`src/hdl/tapc_pkg.sv`:
```
// JTAG TAP controller shared definitions
// TAP states, instruction codes, register widths and control structs

package tapc_pkg;

    // --------------------
    // TAP state encoding
    // --------------------
    typedef enum logic [3:0] {
        TAPC_ST_RESET      = 4'd0,
        TAPC_ST_IDLE       = 4'd1,
        TAPC_ST_DR_SEL     = 4'd2,
        TAPC_ST_DR_CAPTURE = 4'd3,
        TAPC_ST_DR_SHIFT   = 4'd4,
        TAPC_ST_DR_EXIT1   = 4'd5,
        TAPC_ST_DR_PAUSE   = 4'd6,
        TAPC_ST_DR_EXIT2   = 4'd7,
        TAPC_ST_DR_UPDATE  = 4'd8,
        TAPC_ST_IR_SEL     = 4'd9,
        TAPC_ST_IR_CAPTURE = 4'd10,
        TAPC_ST_IR_SHIFT   = 4'd11,
        TAPC_ST_IR_EXIT1   = 4'd12,
        TAPC_ST_IR_PAUSE   = 4'd13,
        TAPC_ST_IR_EXIT2   = 4'd14,
        TAPC_ST_IR_UPDATE  = 4'd15
    } tapc_state_e;

    // --------------------
    // Instruction register
    // --------------------
    localparam int TAPC_IR_WIDTH = 5;

    typedef logic [TAPC_IR_WIDTH-1:0] tapc_instr_t;

    // Fixed pattern per IEEE 1149.1, two LSBs are 01
    localparam tapc_instr_t TAPC_IR_CAPTURE_VALUE = 5'b00001;

    localparam tapc_instr_t TAPC_INSTR_IDCODE     = 5'h01;
    localparam tapc_instr_t TAPC_INSTR_BLD_ID     = 5'h04;
    localparam tapc_instr_t TAPC_INSTR_SCU_ACCESS = 5'h09;
    localparam tapc_instr_t TAPC_INSTR_DTMCS      = 5'h10;
    localparam tapc_instr_t TAPC_INSTR_DMI_ACCESS = 5'h11;
    localparam tapc_instr_t TAPC_INSTR_BYPASS     = 5'h1F;

    // --------------------
    // Data registers
    // --------------------
    localparam int TAPC_DR_BYPASS_WIDTH = 1;
    localparam int TAPC_DR_IDCODE_WIDTH = 32;
    localparam int TAPC_DR_BLD_ID_WIDTH = 32;

    localparam logic [TAPC_DR_BLD_ID_WIDTH-1:0] TAPC_BLD_ID_VALUE = 32'h5A7C_0104;

    // Chain ids seen by the debug side
    localparam int TAPC_CH_ID_WIDTH = 2;

    localparam logic [TAPC_CH_ID_WIDTH-1:0] TAPC_CH_ID_DTMCS = 2'd1;
    localparam logic [TAPC_CH_ID_WIDTH-1:0] TAPC_CH_ID_DMI   = 2'd2;

    // --------------------
    // Control structs
    // --------------------
    // Registered DR strobes, each high for the whole state it names
    typedef struct packed {
        logic capture;
        logic shift;
        logic update;
    } tapc_dr_ctrl_t;

    // One-hot data source select
    typedef struct packed {
        logic bypass;
        logic idcode;
        logic bld_id;
        logic dmi;
        logic scu;
    } tapc_dr_sel_t;

    // External scan chain port
    typedef struct packed {
        logic                        dmi_sel;
        logic                        scu_sel;
        logic [TAPC_CH_ID_WIDTH-1:0] ch_id;
        logic                        capture;
        logic                        shift;
        logic                        update;
        logic                        tdi;
    } tapc_chain_ctrl_t;

endpackage : tapc_pkg

```
`src/hdl/tapc_dr_chain.sv`:
```
// TAP data register
// Captures a parallel value and shifts it out LSB first, TDI into the MSB

`timescale 1ns/1ps

module tapc_dr_chain #(
    parameter int WIDTH = 32
) (
    input  logic                    tapc_tck,
    input  logic                    tapc_trst_n,
    input  logic                    soft_rst_n_i,
    input  logic                    sel_i,
    input  tapc_pkg::tapc_dr_ctrl_t dr_ctrl_i,
    input  logic                    tdi_i,
    input  logic [WIDTH-1:0]        parallel_i,
    output logic                    tdo_o
);

    logic [WIDTH-1:0] sr_q;
    // TDI prepended, so a slice gives the shifted value for any width
    logic [WIDTH:0]   sr_ext;

    assign sr_ext = {tdi_i, sr_q};

    always_ff @(posedge tapc_tck or negedge tapc_trst_n) begin
        if (!tapc_trst_n) begin
            sr_q <= '0;
        end else if (!soft_rst_n_i) begin
            sr_q <= '0;
        end else if (sel_i && dr_ctrl_i.capture) begin
            sr_q <= parallel_i;
        end else if (sel_i && dr_ctrl_i.shift) begin
            sr_q <= sr_ext[WIDTH:1];
        end
    end

    // Serial out
    assign tdo_o = sr_q[0];

endmodule : tapc_dr_chain

```
`src/hdl/tapc_fsm.sv`:
```
// TAP state machine
// Steps on TMS, registers DR and IR shift strobes from the next state,
// decodes IR phases and makes the falling-edge soft reset

`timescale 1ns/1ps

module tapc_fsm (
    input  logic                    tapc_tck,
    input  logic                    tapc_trst_n,
    input  logic                    tms_i,
    output tapc_pkg::tapc_dr_ctrl_t dr_ctrl_o,
    output logic                    ir_capture_o,
    output logic                    ir_shift_o,
    output logic                    ir_update_o,
    output logic                    ir_shift_q_o,
    output logic                    soft_rst_n_o
);
    import tapc_pkg::*;

    // Current and next TAP state
    tapc_state_e   state_q;
    tapc_state_e   state_nxt;

    // Strobes, registered
    tapc_dr_ctrl_t dr_ctrl_q;
    tapc_dr_ctrl_t dr_ctrl_nxt;
    logic          ir_shift_q;

    logic          soft_rst_n_q;

    // --------------------
    // State register
    // --------------------
    always_ff @(posedge tapc_tck or negedge tapc_trst_n) begin
        if (!tapc_trst_n) begin
            state_q <= TAPC_ST_RESET;
        end else begin
            state_q <= state_nxt;
        end
    end

    // IEEE 1149.1 transition table
    always_comb begin
        case (state_q)
            TAPC_ST_RESET:      state_nxt = tms_i ? TAPC_ST_RESET     : TAPC_ST_IDLE;
            TAPC_ST_IDLE:       state_nxt = tms_i ? TAPC_ST_DR_SEL    : TAPC_ST_IDLE;
            TAPC_ST_DR_SEL:     state_nxt = tms_i ? TAPC_ST_IR_SEL    : TAPC_ST_DR_CAPTURE;
            TAPC_ST_DR_CAPTURE: state_nxt = tms_i ? TAPC_ST_DR_EXIT1  : TAPC_ST_DR_SHIFT;
            TAPC_ST_DR_SHIFT:   state_nxt = tms_i ? TAPC_ST_DR_EXIT1  : TAPC_ST_DR_SHIFT;
            TAPC_ST_DR_EXIT1:   state_nxt = tms_i ? TAPC_ST_DR_UPDATE : TAPC_ST_DR_PAUSE;
            TAPC_ST_DR_PAUSE:   state_nxt = tms_i ? TAPC_ST_DR_EXIT2  : TAPC_ST_DR_PAUSE;
            TAPC_ST_DR_EXIT2:   state_nxt = tms_i ? TAPC_ST_DR_UPDATE : TAPC_ST_DR_SHIFT;
            TAPC_ST_DR_UPDATE:  state_nxt = tms_i ? TAPC_ST_DR_SEL    : TAPC_ST_IDLE;
            TAPC_ST_IR_SEL:     state_nxt = tms_i ? TAPC_ST_RESET     : TAPC_ST_IR_CAPTURE;
            TAPC_ST_IR_CAPTURE: state_nxt = tms_i ? TAPC_ST_IR_EXIT1  : TAPC_ST_IR_SHIFT;
            TAPC_ST_IR_SHIFT:   state_nxt = tms_i ? TAPC_ST_IR_EXIT1  : TAPC_ST_IR_SHIFT;
            TAPC_ST_IR_EXIT1:   state_nxt = tms_i ? TAPC_ST_IR_UPDATE : TAPC_ST_IR_PAUSE;
            TAPC_ST_IR_PAUSE:   state_nxt = tms_i ? TAPC_ST_IR_EXIT2  : TAPC_ST_IR_PAUSE;
            TAPC_ST_IR_EXIT2:   state_nxt = tms_i ? TAPC_ST_IR_UPDATE : TAPC_ST_IR_SHIFT;
            TAPC_ST_IR_UPDATE:  state_nxt = tms_i ? TAPC_ST_DR_SEL    : TAPC_ST_IDLE;
            // Unknown encoding holds
            default:            state_nxt = state_q;
        endcase
    end

    // --------------------
    // Registered strobes
    // --------------------
    // Taken from the next state so they line up with the state itself
    always_comb begin
        dr_ctrl_nxt.capture = (state_nxt == TAPC_ST_DR_CAPTURE);
        dr_ctrl_nxt.shift   = (state_nxt == TAPC_ST_DR_SHIFT);
        dr_ctrl_nxt.update  = (state_nxt == TAPC_ST_DR_UPDATE);
    end

    always_ff @(posedge tapc_tck or negedge tapc_trst_n) begin
        if (!tapc_trst_n) begin
            dr_ctrl_q  <= '0;
            ir_shift_q <= 1'b0;
        end else begin
            dr_ctrl_q  <= dr_ctrl_nxt;
            ir_shift_q <= (state_nxt == TAPC_ST_IR_SHIFT);
        end
    end

    // IR phase flags, decoded straight from the state
    assign ir_capture_o = (state_q == TAPC_ST_IR_CAPTURE);
    assign ir_shift_o   = (state_q == TAPC_ST_IR_SHIFT);
    assign ir_update_o  = (state_q == TAPC_ST_IR_UPDATE);

    // Soft reset, low half a cycle behind Test-Logic-Reset
    always_ff @(negedge tapc_tck or negedge tapc_trst_n) begin
        if (!tapc_trst_n) begin
            soft_rst_n_q <= 1'b0;
        end else begin
            soft_rst_n_q <= (state_q != TAPC_ST_RESET);
        end
    end

    assign dr_ctrl_o    = dr_ctrl_q;
    assign ir_shift_q_o = ir_shift_q;
    assign soft_rst_n_o = soft_rst_n_q;

    // --------------------
    // Assertions
    // --------------------
    a_tms_known : assert property (
        @(posedge tapc_tck) disable iff (!tapc_trst_n)
        !$isunknown(tms_i)
    ) else $error("tapc_fsm: TMS unknown");

    // Strobes name distinct states, so at most one is up
    a_strobe_onehot0 : assert property (
        @(posedge tapc_tck) disable iff (!tapc_trst_n)
        $onehot0({dr_ctrl_q, ir_shift_q})
    ) else $error("tapc_fsm: more than one strobe active");

endmodule : tapc_fsm

```
`src/hdl/tapc_ir.sv`:
```
// TAP instruction path
// Instruction shift register, falling-edge instruction register and
// decoder to data source select and chain id

`timescale 1ns/1ps

module tapc_ir (
    input  logic                                  tapc_tck,
    input  logic                                  tapc_trst_n,
    input  logic                                  soft_rst_n_i,
    input  logic                                  tdi_i,
    input  logic                                  ir_capture_i,
    input  logic                                  ir_shift_i,
    input  logic                                  ir_update_i,
    output logic                                  ir_tdo_o,
    output tapc_pkg::tapc_dr_sel_t                dr_sel_o,
    output logic [tapc_pkg::TAPC_CH_ID_WIDTH-1:0] ch_id_o
);
    import tapc_pkg::*;

    tapc_instr_t ir_sr_q;
    tapc_instr_t ir_q;

    // --------------------
    // Shift register
    // --------------------
    always_ff @(posedge tapc_tck or negedge tapc_trst_n) begin
        if (!tapc_trst_n) begin
            ir_sr_q <= '0;
        end else if (!soft_rst_n_i) begin
            ir_sr_q <= '0;
        end else if (ir_capture_i) begin
            ir_sr_q <= TAPC_IR_CAPTURE_VALUE;
        end else if (ir_shift_i) begin
            // TDI enters at the MSB, LSB leaves first
            ir_sr_q <= {tdi_i, ir_sr_q[TAPC_IR_WIDTH-1:1]};
        end
    end

    assign ir_tdo_o = ir_sr_q[0];

    // Instruction register, updated on the falling edge
    always_ff @(negedge tapc_tck or negedge tapc_trst_n) begin
        if (!tapc_trst_n) begin
            ir_q <= TAPC_INSTR_IDCODE;
        end else if (!soft_rst_n_i) begin
            ir_q <= TAPC_INSTR_IDCODE;
        end else if (ir_update_i) begin
            ir_q <= ir_sr_q;
        end
    end

    // --------------------
    // Decoder
    // --------------------
    always_comb begin
        dr_sel_o = '0;
        ch_id_o  = '0;
        case (ir_q)
            TAPC_INSTR_IDCODE:     dr_sel_o.idcode = 1'b1;
            TAPC_INSTR_BLD_ID:     dr_sel_o.bld_id = 1'b1;
            TAPC_INSTR_SCU_ACCESS: dr_sel_o.scu    = 1'b1;
            TAPC_INSTR_BYPASS:     dr_sel_o.bypass = 1'b1;
            TAPC_INSTR_DTMCS: begin
                dr_sel_o.dmi = 1'b1;
                ch_id_o      = TAPC_CH_ID_DTMCS;
            end
            TAPC_INSTR_DMI_ACCESS: begin
                dr_sel_o.dmi = 1'b1;
                ch_id_o      = TAPC_CH_ID_DMI;
            end
            // Unlisted codes fall back to bypass
            default:               dr_sel_o.bypass = 1'b1;
        endcase
    end

    a_sel_onehot : assert property (
        @(posedge tapc_tck) disable iff (!tapc_trst_n)
        $onehot(dr_sel_o)
    ) else $error("tapc_ir: data select not one-hot");

endmodule : tapc_ir

```
`src/hdl/tapc_tdo_mux.sv`:
```
// TAP read data path
// Picks the serial source and drives TDO and TDO enable from the falling edge

`timescale 1ns/1ps

module tapc_tdo_mux (
    input  logic                    tapc_tck,
    input  logic                    tapc_trst_n,
    input  logic                    soft_rst_n_i,
    input  tapc_pkg::tapc_dr_sel_t  dr_sel_i,
    input  tapc_pkg::tapc_dr_ctrl_t dr_ctrl_i,
    input  logic                    ir_shift_q_i,
    input  logic                    ir_tdo_i,
    input  logic                    bypass_tdo_i,
    input  logic                    idcode_tdo_i,
    input  logic                    bld_id_tdo_i,
    input  logic                    chain_tdo_i,
    output logic                    tdo_o,
    output logic                    tdo_en_o
);

    logic dr_out;
    logic tdo_nxt;
    logic tdo_q;
    logic tdo_en_q;

    // Data source, select is one-hot
    always_comb begin
        dr_out = bypass_tdo_i;
        if (dr_sel_i.idcode) begin
            dr_out = idcode_tdo_i;
        end else if (dr_sel_i.bld_id) begin
            dr_out = bld_id_tdo_i;
        end else if (dr_sel_i.dmi || dr_sel_i.scu) begin
            // Both debug chains share the external port
            dr_out = chain_tdo_i;
        end
    end

    assign tdo_nxt = dr_ctrl_i.shift ? dr_out
                   : ir_shift_q_i    ? ir_tdo_i
                   :                   1'b0;

    // --------------------
    // Falling-edge output
    // --------------------
    always_ff @(negedge tapc_tck or negedge tapc_trst_n) begin
        if (!tapc_trst_n) begin
            tdo_q    <= 1'b0;
            tdo_en_q <= 1'b0;
        end else if (!soft_rst_n_i) begin
            tdo_q    <= 1'b0;
            tdo_en_q <= 1'b0;
        end else begin
            tdo_q    <= tdo_nxt;
            tdo_en_q <= dr_ctrl_i.shift | ir_shift_q_i;
        end
    end

    assign tdo_o    = tdo_q;
    assign tdo_en_o = tdo_en_q;

    // Chain return must be clean when it is sampled onto TDO
    a_chain_tdo_known : assert property (
        @(negedge tapc_tck) disable iff (!tapc_trst_n)
        (dr_ctrl_i.shift && (dr_sel_i.dmi || dr_sel_i.scu)) |-> !$isunknown(chain_tdo_i)
    ) else $error("tapc_tdo_mux: chain TDO unknown during shift");

endmodule : tapc_tdo_mux

```
`src/hdl/tapc_top.sv`:
```
// JTAG TAP controller top level
// State machine, instruction path, BYPASS, IDCODE and BUILD ID registers,
// TDO stage and the external debug scan chain port

`timescale 1ns/1ps

module tapc_top (
    input  logic                                      tapc_tck,
    input  logic                                      tapc_trst_n,
    input  logic                                      tapc_tms_i,
    input  logic                                      tapc_tdi_i,
    input  logic [tapc_pkg::TAPC_DR_IDCODE_WIDTH-1:0] fuse_idcode_i,
    input  logic                                      chain_tdo_i,
    output tapc_pkg::tapc_chain_ctrl_t                chain_ctrl_o,
    output logic                                      tapc_tdo_o,
    output logic                                      tapc_tdo_en_o
);
    import tapc_pkg::*;

    // FSM outputs
    tapc_dr_ctrl_t               dr_ctrl;
    logic                        ir_capture;
    logic                        ir_shift;
    logic                        ir_update;
    logic                        ir_shift_q;
    logic                        soft_rst_n;

    // Instruction path outputs
    tapc_dr_sel_t                dr_sel;
    logic [TAPC_CH_ID_WIDTH-1:0] ch_id;
    logic                        ir_tdo;

    // Serial outs of the local data registers
    logic                        bypass_tdo;
    logic                        idcode_tdo;
    logic                        bld_id_tdo;

    // --------------------
    // Control
    // --------------------
    tapc_fsm u_fsm (
        .tapc_tck     (tapc_tck),
        .tapc_trst_n  (tapc_trst_n),
        .tms_i        (tapc_tms_i),
        .dr_ctrl_o    (dr_ctrl),
        .ir_capture_o (ir_capture),
        .ir_shift_o   (ir_shift),
        .ir_update_o  (ir_update),
        .ir_shift_q_o (ir_shift_q),
        .soft_rst_n_o (soft_rst_n)
    );

    tapc_ir u_ir (
        .tapc_tck     (tapc_tck),
        .tapc_trst_n  (tapc_trst_n),
        .soft_rst_n_i (soft_rst_n),
        .tdi_i        (tapc_tdi_i),
        .ir_capture_i (ir_capture),
        .ir_shift_i   (ir_shift),
        .ir_update_i  (ir_update),
        .ir_tdo_o     (ir_tdo),
        .dr_sel_o     (dr_sel),
        .ch_id_o      (ch_id)
    );

    // --------------------
    // Data registers
    // --------------------
    // Mandatory 1-bit bypass, captures zero
    tapc_dr_chain #(.WIDTH(TAPC_DR_BYPASS_WIDTH)) u_bypass_dr (
        .tapc_tck     (tapc_tck),
        .tapc_trst_n  (tapc_trst_n),
        .soft_rst_n_i (soft_rst_n),
        .sel_i        (dr_sel.bypass),
        .dr_ctrl_i    (dr_ctrl),
        .tdi_i        (tapc_tdi_i),
        .parallel_i   (1'b0),
        .tdo_o        (bypass_tdo)
    );

    // Device id from fuses
    tapc_dr_chain #(.WIDTH(TAPC_DR_IDCODE_WIDTH)) u_idcode_dr (
        .tapc_tck     (tapc_tck),
        .tapc_trst_n  (tapc_trst_n),
        .soft_rst_n_i (soft_rst_n),
        .sel_i        (dr_sel.idcode),
        .dr_ctrl_i    (dr_ctrl),
        .tdi_i        (tapc_tdi_i),
        .parallel_i   (fuse_idcode_i),
        .tdo_o        (idcode_tdo)
    );

    tapc_dr_chain #(.WIDTH(TAPC_DR_BLD_ID_WIDTH)) u_bld_id_dr (
        .tapc_tck     (tapc_tck),
        .tapc_trst_n  (tapc_trst_n),
        .soft_rst_n_i (soft_rst_n),
        .sel_i        (dr_sel.bld_id),
        .dr_ctrl_i    (dr_ctrl),
        .tdi_i        (tapc_tdi_i),
        .parallel_i   (TAPC_BLD_ID_VALUE),
        .tdo_o        (bld_id_tdo)
    );

    tapc_tdo_mux u_tdo_mux (
        .tapc_tck     (tapc_tck),
        .tapc_trst_n  (tapc_trst_n),
        .soft_rst_n_i (soft_rst_n),
        .dr_sel_i     (dr_sel),
        .dr_ctrl_i    (dr_ctrl),
        .ir_shift_q_i (ir_shift_q),
        .ir_tdo_i     (ir_tdo),
        .bypass_tdo_i (bypass_tdo),
        .idcode_tdo_i (idcode_tdo),
        .bld_id_tdo_i (bld_id_tdo),
        .chain_tdo_i  (chain_tdo_i),
        .tdo_o        (tapc_tdo_o),
        .tdo_en_o     (tapc_tdo_en_o)
    );

    // Chain port, strobes shared with the local registers
    assign chain_ctrl_o.dmi_sel = dr_sel.dmi;
    assign chain_ctrl_o.scu_sel = dr_sel.scu;
    assign chain_ctrl_o.ch_id   = ch_id;
    assign chain_ctrl_o.capture = dr_ctrl.capture;
    assign chain_ctrl_o.shift   = dr_ctrl.shift;
    assign chain_ctrl_o.update  = dr_ctrl.update;
    assign chain_ctrl_o.tdi     = tapc_tdi_i;

endmodule : tapc_top

```
`config.mk`:
```
export PLATFORM = sky130hd
export DESIGN_NAME = tapc_top
export DESIGN_NICKNAME = d
export VERILOG_FILES = /design/src/hdl/tapc_pkg.sv /design/src/hdl/tapc_dr_chain.sv /design/src/hdl/tapc_fsm.sv /design/src/hdl/tapc_ir.sv /design/src/hdl/tapc_tdo_mux.sv /design/src/hdl/tapc_top.sv
export SDC_FILE = /design/constraint.sdc
export NUM_CORES = 1
export LEC_CHECK = 0
export BUFFER_PORTS_ARGS = -buffer_cell sky130_fd_sc_hd__clkbuf_2
export CAP_MARGIN = 5
export CORE_MARGIN = 4
export CORE_UTILIZATION = 50
export CTS_CLUSTER_SIZE = 30
export DETAILED_ROUTE_END_ITERATION = 16
export PLACE_DENSITY = 0.74
export SLEW_MARGIN = 20
export SYNTH_ARGS = -nofsm -noshare
export SYNTH_HDL_FRONTEND = slang
export SYNTH_HIERARCHICAL = 1
export SYNTH_SLANG_ARGS = --single-unit
```
`constraint.sdc`:
```
create_clock -name tapc_tck -period 2.82 [get_ports tapc_tck]
set_input_delay 0.141 -clock tapc_tck [delete_from_list [all_inputs] [get_ports tapc_tck]]
set_output_delay 0.141 -clock tapc_tck [all_outputs]
set_load 0.005 [all_outputs]
```
==> results.yml <==
status:
  outcome: "finished, violations left"
  violations: "negative setup slack"
die:
  fp-row-count: 34
  core_area_sq_mm: 0.00868
  initial_core_util: 0.513
  ios: 47
  die_x_um: 102
  dieArea_sq_mm: 0.0105
  die_h_um: 102
final_layout:
  seq_area_sq_mm: 0.00216
  n_fill_cell: 521
  areaGrowthSynthToFinish_pct: 41.9
  multi_input_area_sq_mm: 0.00269
  layout.nets: 563
  layout_common_cells: "77 x dfrtp_1, 74 x mux2i_1, 71 x nand2_1"
  final_common_cell: "dfrtp_1"
  stdcell_count: 639
  drive_gt1_frac: 0.392
  diodes: 0
global_routing:
  grt-ovfl-total: 0
  grt_util_met3: 0.0334
  grtUsageMet1: 0.300
  grt.total_usage: 0.240
  antenna_found_initial: 0
  grt_pass1_wl_um: 19500
  grt_max_degree: 56
  grt_pass1_vias: 3817
  top_usage_layer: "met2"
  grt_use_met2: 0.424
clock_network:
  cts_tree: "done"
  cts_root_buffer: "clkbuf_8"
  htreeDepth: 3
  clock_latency_ps: 390
  numClockSinks: 86
  cts.path.max_buffers: 2
  numCtsBuffers: 9
  clkSlewWorstSetupHoldPaths_ps: 110
power:
  ir_drop_v: 0.000554
  pwr_density_cell_mw_per_mm2: 770
  fin_total_pwr_mw: 4.86
  seq_power_share: 0.343
  internal_power_mw: 3.05
  swShare: 0.373
  p_switching_mw: 1.81
  combPwrFrac: 0.447
  power.leakage_nw: 2.51
  power_frac_clock: 0.210
worst_setup_path:
  crit_path_start: "u_ir/ir_q[0]$_DFFE_NN1P_"
  r2r_setup_slack_ps: -590
  rr_worst_depth: 10
  reg2reg_to: "u_bld_id_dr/sr_q[4]$_DFFE_PN0P_"
  cp.arrival_ps: 3650
  worst-setup-path-type: "flop to flop"
  crit_path_end: "u_bld_id_dr/sr_q[4]$_DFFE_PN0P_"
  cp-start-kind: "flop"
  crit_required_ps: 3060
  critical_path_peak_fanout: 5
  worstSetupEndpointType: "flop"
  timing.rr.start: "u_ir/ir_q[0]$_DFFE_NN1P_"
yosys:
  synth_cells: 412
  synth_warnings: 6
  synth_area_sq_mm: 0.00445
  yosysUniqueCellTypes: 45
  synth.avg_cell_area_sq_um: 10.8
  yosysSeqAreaShare: 0.484
  synth-seq-cells: 86
route:
  dr_total_vias: 3715
  first_pass_iters: 5
  vias_per_cell: 5.81
  drt-initial-drc-count: 241
  drt-wirelength-per-cell_um: 20.6
  drcViolationCount: 0
  detail_route.wirelength_um: 13200
  final_antenna_net_count: 0
timing:
  rsz0062_at_grt: "yes"
  clock-skew-final_ps: 51.7
  fin_tns_setup_ps: -30830
  whs_ps: 99.6
  tightestPinTransition_ps: 956
  setup_ws_ps: -589
  finalHoldViolCount: 0
  slew_violations: 0
  max_slew_margin: 0.363
  setup_viol: 68
placed_design:
  dp_cells: 589
  gp_congestion: 0.798
  io_buffers: 46
  dp_hpwl_um: 5940
min_path:
  hold_path_class: "input port to flop"
flow_run:
  drv_cap: 0
[state kept, by name, summed over array words and instances, names as in the netlist]
| signal | flops |
|---|---|
| u_tdo_mux/tdo_en_o | 1 |
| u_ir/ir_sr_q | 5 |
| u_ir/ir_q | 5 |
| u_tdo_mux/tdo_o | 1 |
| u_fsm/state_q | 4 |
| u_idcode_dr/sr_q | 32 |
| u_bld_id_dr/sr_q | 32 |
| u_fsm/soft_rst_n_o | 1 |
| u_bypass_dr/tdo_o | 1 |
| u_fsm/dr_ctrl_o | 3 |
| u_fsm/ir_shift_q_o | 1 |
[per-stage QoR]
stage	setup slack, ps	instance area [sq um]	utilization
finish	-589	6310	0.727
global route	-635	6310	0.727
CTS	-546	6070	0.699
detailed placement	-385	4930	0.568
global placement	-335	4930	0.568
floorplan	-276	4580	-
[cell type report]
type,count,area share
Multi-Input combinational cell,315,0.426
Sequential cell,86,0.342
Timing Repair Buffer,108,0.171
Tap cell,108,0.0214
Clock buffer,9,0.0196
Clock inverter,8,0.0172
Inverter,5,0.00297
[synthesized netlist by cell type, drive strengths merged]
library cell | n | area (sq um)
a21oi | 5 | 25.0
a221oi | 1 | 15.0
a311o | 1 | 10.0
a311oi | 1 | 8.76
a31oi | 1 | 6.26
and2 | 2 | 12.5
and3 | 1 | 6.26
and3b | 1 | 8.76
and4bb | 1 | 12.5
buf | 36 | 339
conb | 2 | 7.51
dfrtn | 7 | 175
dfrtp | 78 | 1950
dfstp | 1 | 26.3
inv | 6 | 22.5
mux2 | 1 | 11.3
mux2i | 75 | 751
nand2 | 72 | 270
nand2b | 2 | 12.5
nand3 | 1 | 5.00
nor2 | 14 | 52.6
nor2b | 6 | 37.5
nor3 | 6 | 30.0
nor3b | 4 | 35.0
nor4b | 2 | 17.5
nor4bb | 1 | 10.0
o211ai | 4 | 57.6
o21a | 4 | 45.0
o21ai | 5 | 25.0
o221ai | 1 | 8.76
o22a | 1 | 8.76
o22ai | 64 | 400
o31ai | 1 | 7.51
or2 | 1 | 6.26
or3 | 1 | 11.3
or3b | 1 | 8.76
xor2 | 1 | 8.76
[power by group through the flow]
stage / clock network (mW) / registers (mW) / logic, mW
after CTS: 1.01 / 1.65 / 1.97
final: 1.02 / 1.67 / 2.17
after detailed placement: 0.00444 / 1.67 / 1.39
after global placement: 0.00444 / 1.66 / 1.35
after floorplan: 0.00444 / 1.62 / 1.08
after global routing: 1.08 / 1.69 / 2.32
[cells by family after synthesis]
family | after synthesis | share of synthesized area
and+or+nand+nor | 116 | 0.121
xor gates and xnor gates | 1 | 0.00197
AOI/OAI and AO/OA | 89 | 0.139
buffers and inverters | 42 | 0.0813
other | 2 | 0.00169
DFF | 86 | 0.484
muxes | 76 | 0.171
[worst min-delay path by stage]
| stage | slack [ps] | cells after the start | endpoint | startpoint |
|---|---|---|---|---|
| floorplan | -150 | 0 | u_bld_id_dr/sr_q[0]$_DFFE_PN0P_ | tapc_trst_n |
| global placement | 80 | 1 | u_bld_id_dr/sr_q[1]$_DFFE_PN0P_ | tapc_trst_n |
| detailed placement | 90 | 1 | u_bld_id_dr/sr_q[0]$_DFFE_PN0P_ | tapc_trst_n |
| CTS | 90 | 3 | u_idcode_dr/sr_q[22]$_DFFE_PN0P_ | fuse_idcode_i[22] |
| global route | 110 | 3 | u_idcode_dr/sr_q[6]$_DFFE_PN0P_ | fuse_idcode_i[6] |
| finish | 100 | 3 | u_idcode_dr/sr_q[6]$_DFFE_PN0P_ | fuse_idcode_i[6] |
[worst max-delay path, cell delays in order, from the launching register on]
cell	delay [ps]
dfstp_2	360
buf_4	130
buf_6	110
buf_6	100
buf_6	100
and4bb_4	370
buf_6	120
o21a_4	200
buf_6	150
buf_16	130
o22ai_2	70
[metal layers]
metal  vias up  share of wire
li1       1684              -
met1      1866           0.41
met2       142           0.52
met3        23          0.050
met4         0          0.018
met5         -              0
[what timing repair did]
item	4_1_cts	5_1_grt
resized for setup	82	55
hold endpoints to repair	18	0
gates cloned	11	3
setup endpoints to repair	69	70
hold buffers	1	0
pin swaps	6	27
setup buffers	22	6
No activity file was read; power rests on OpenSTA's default activity.
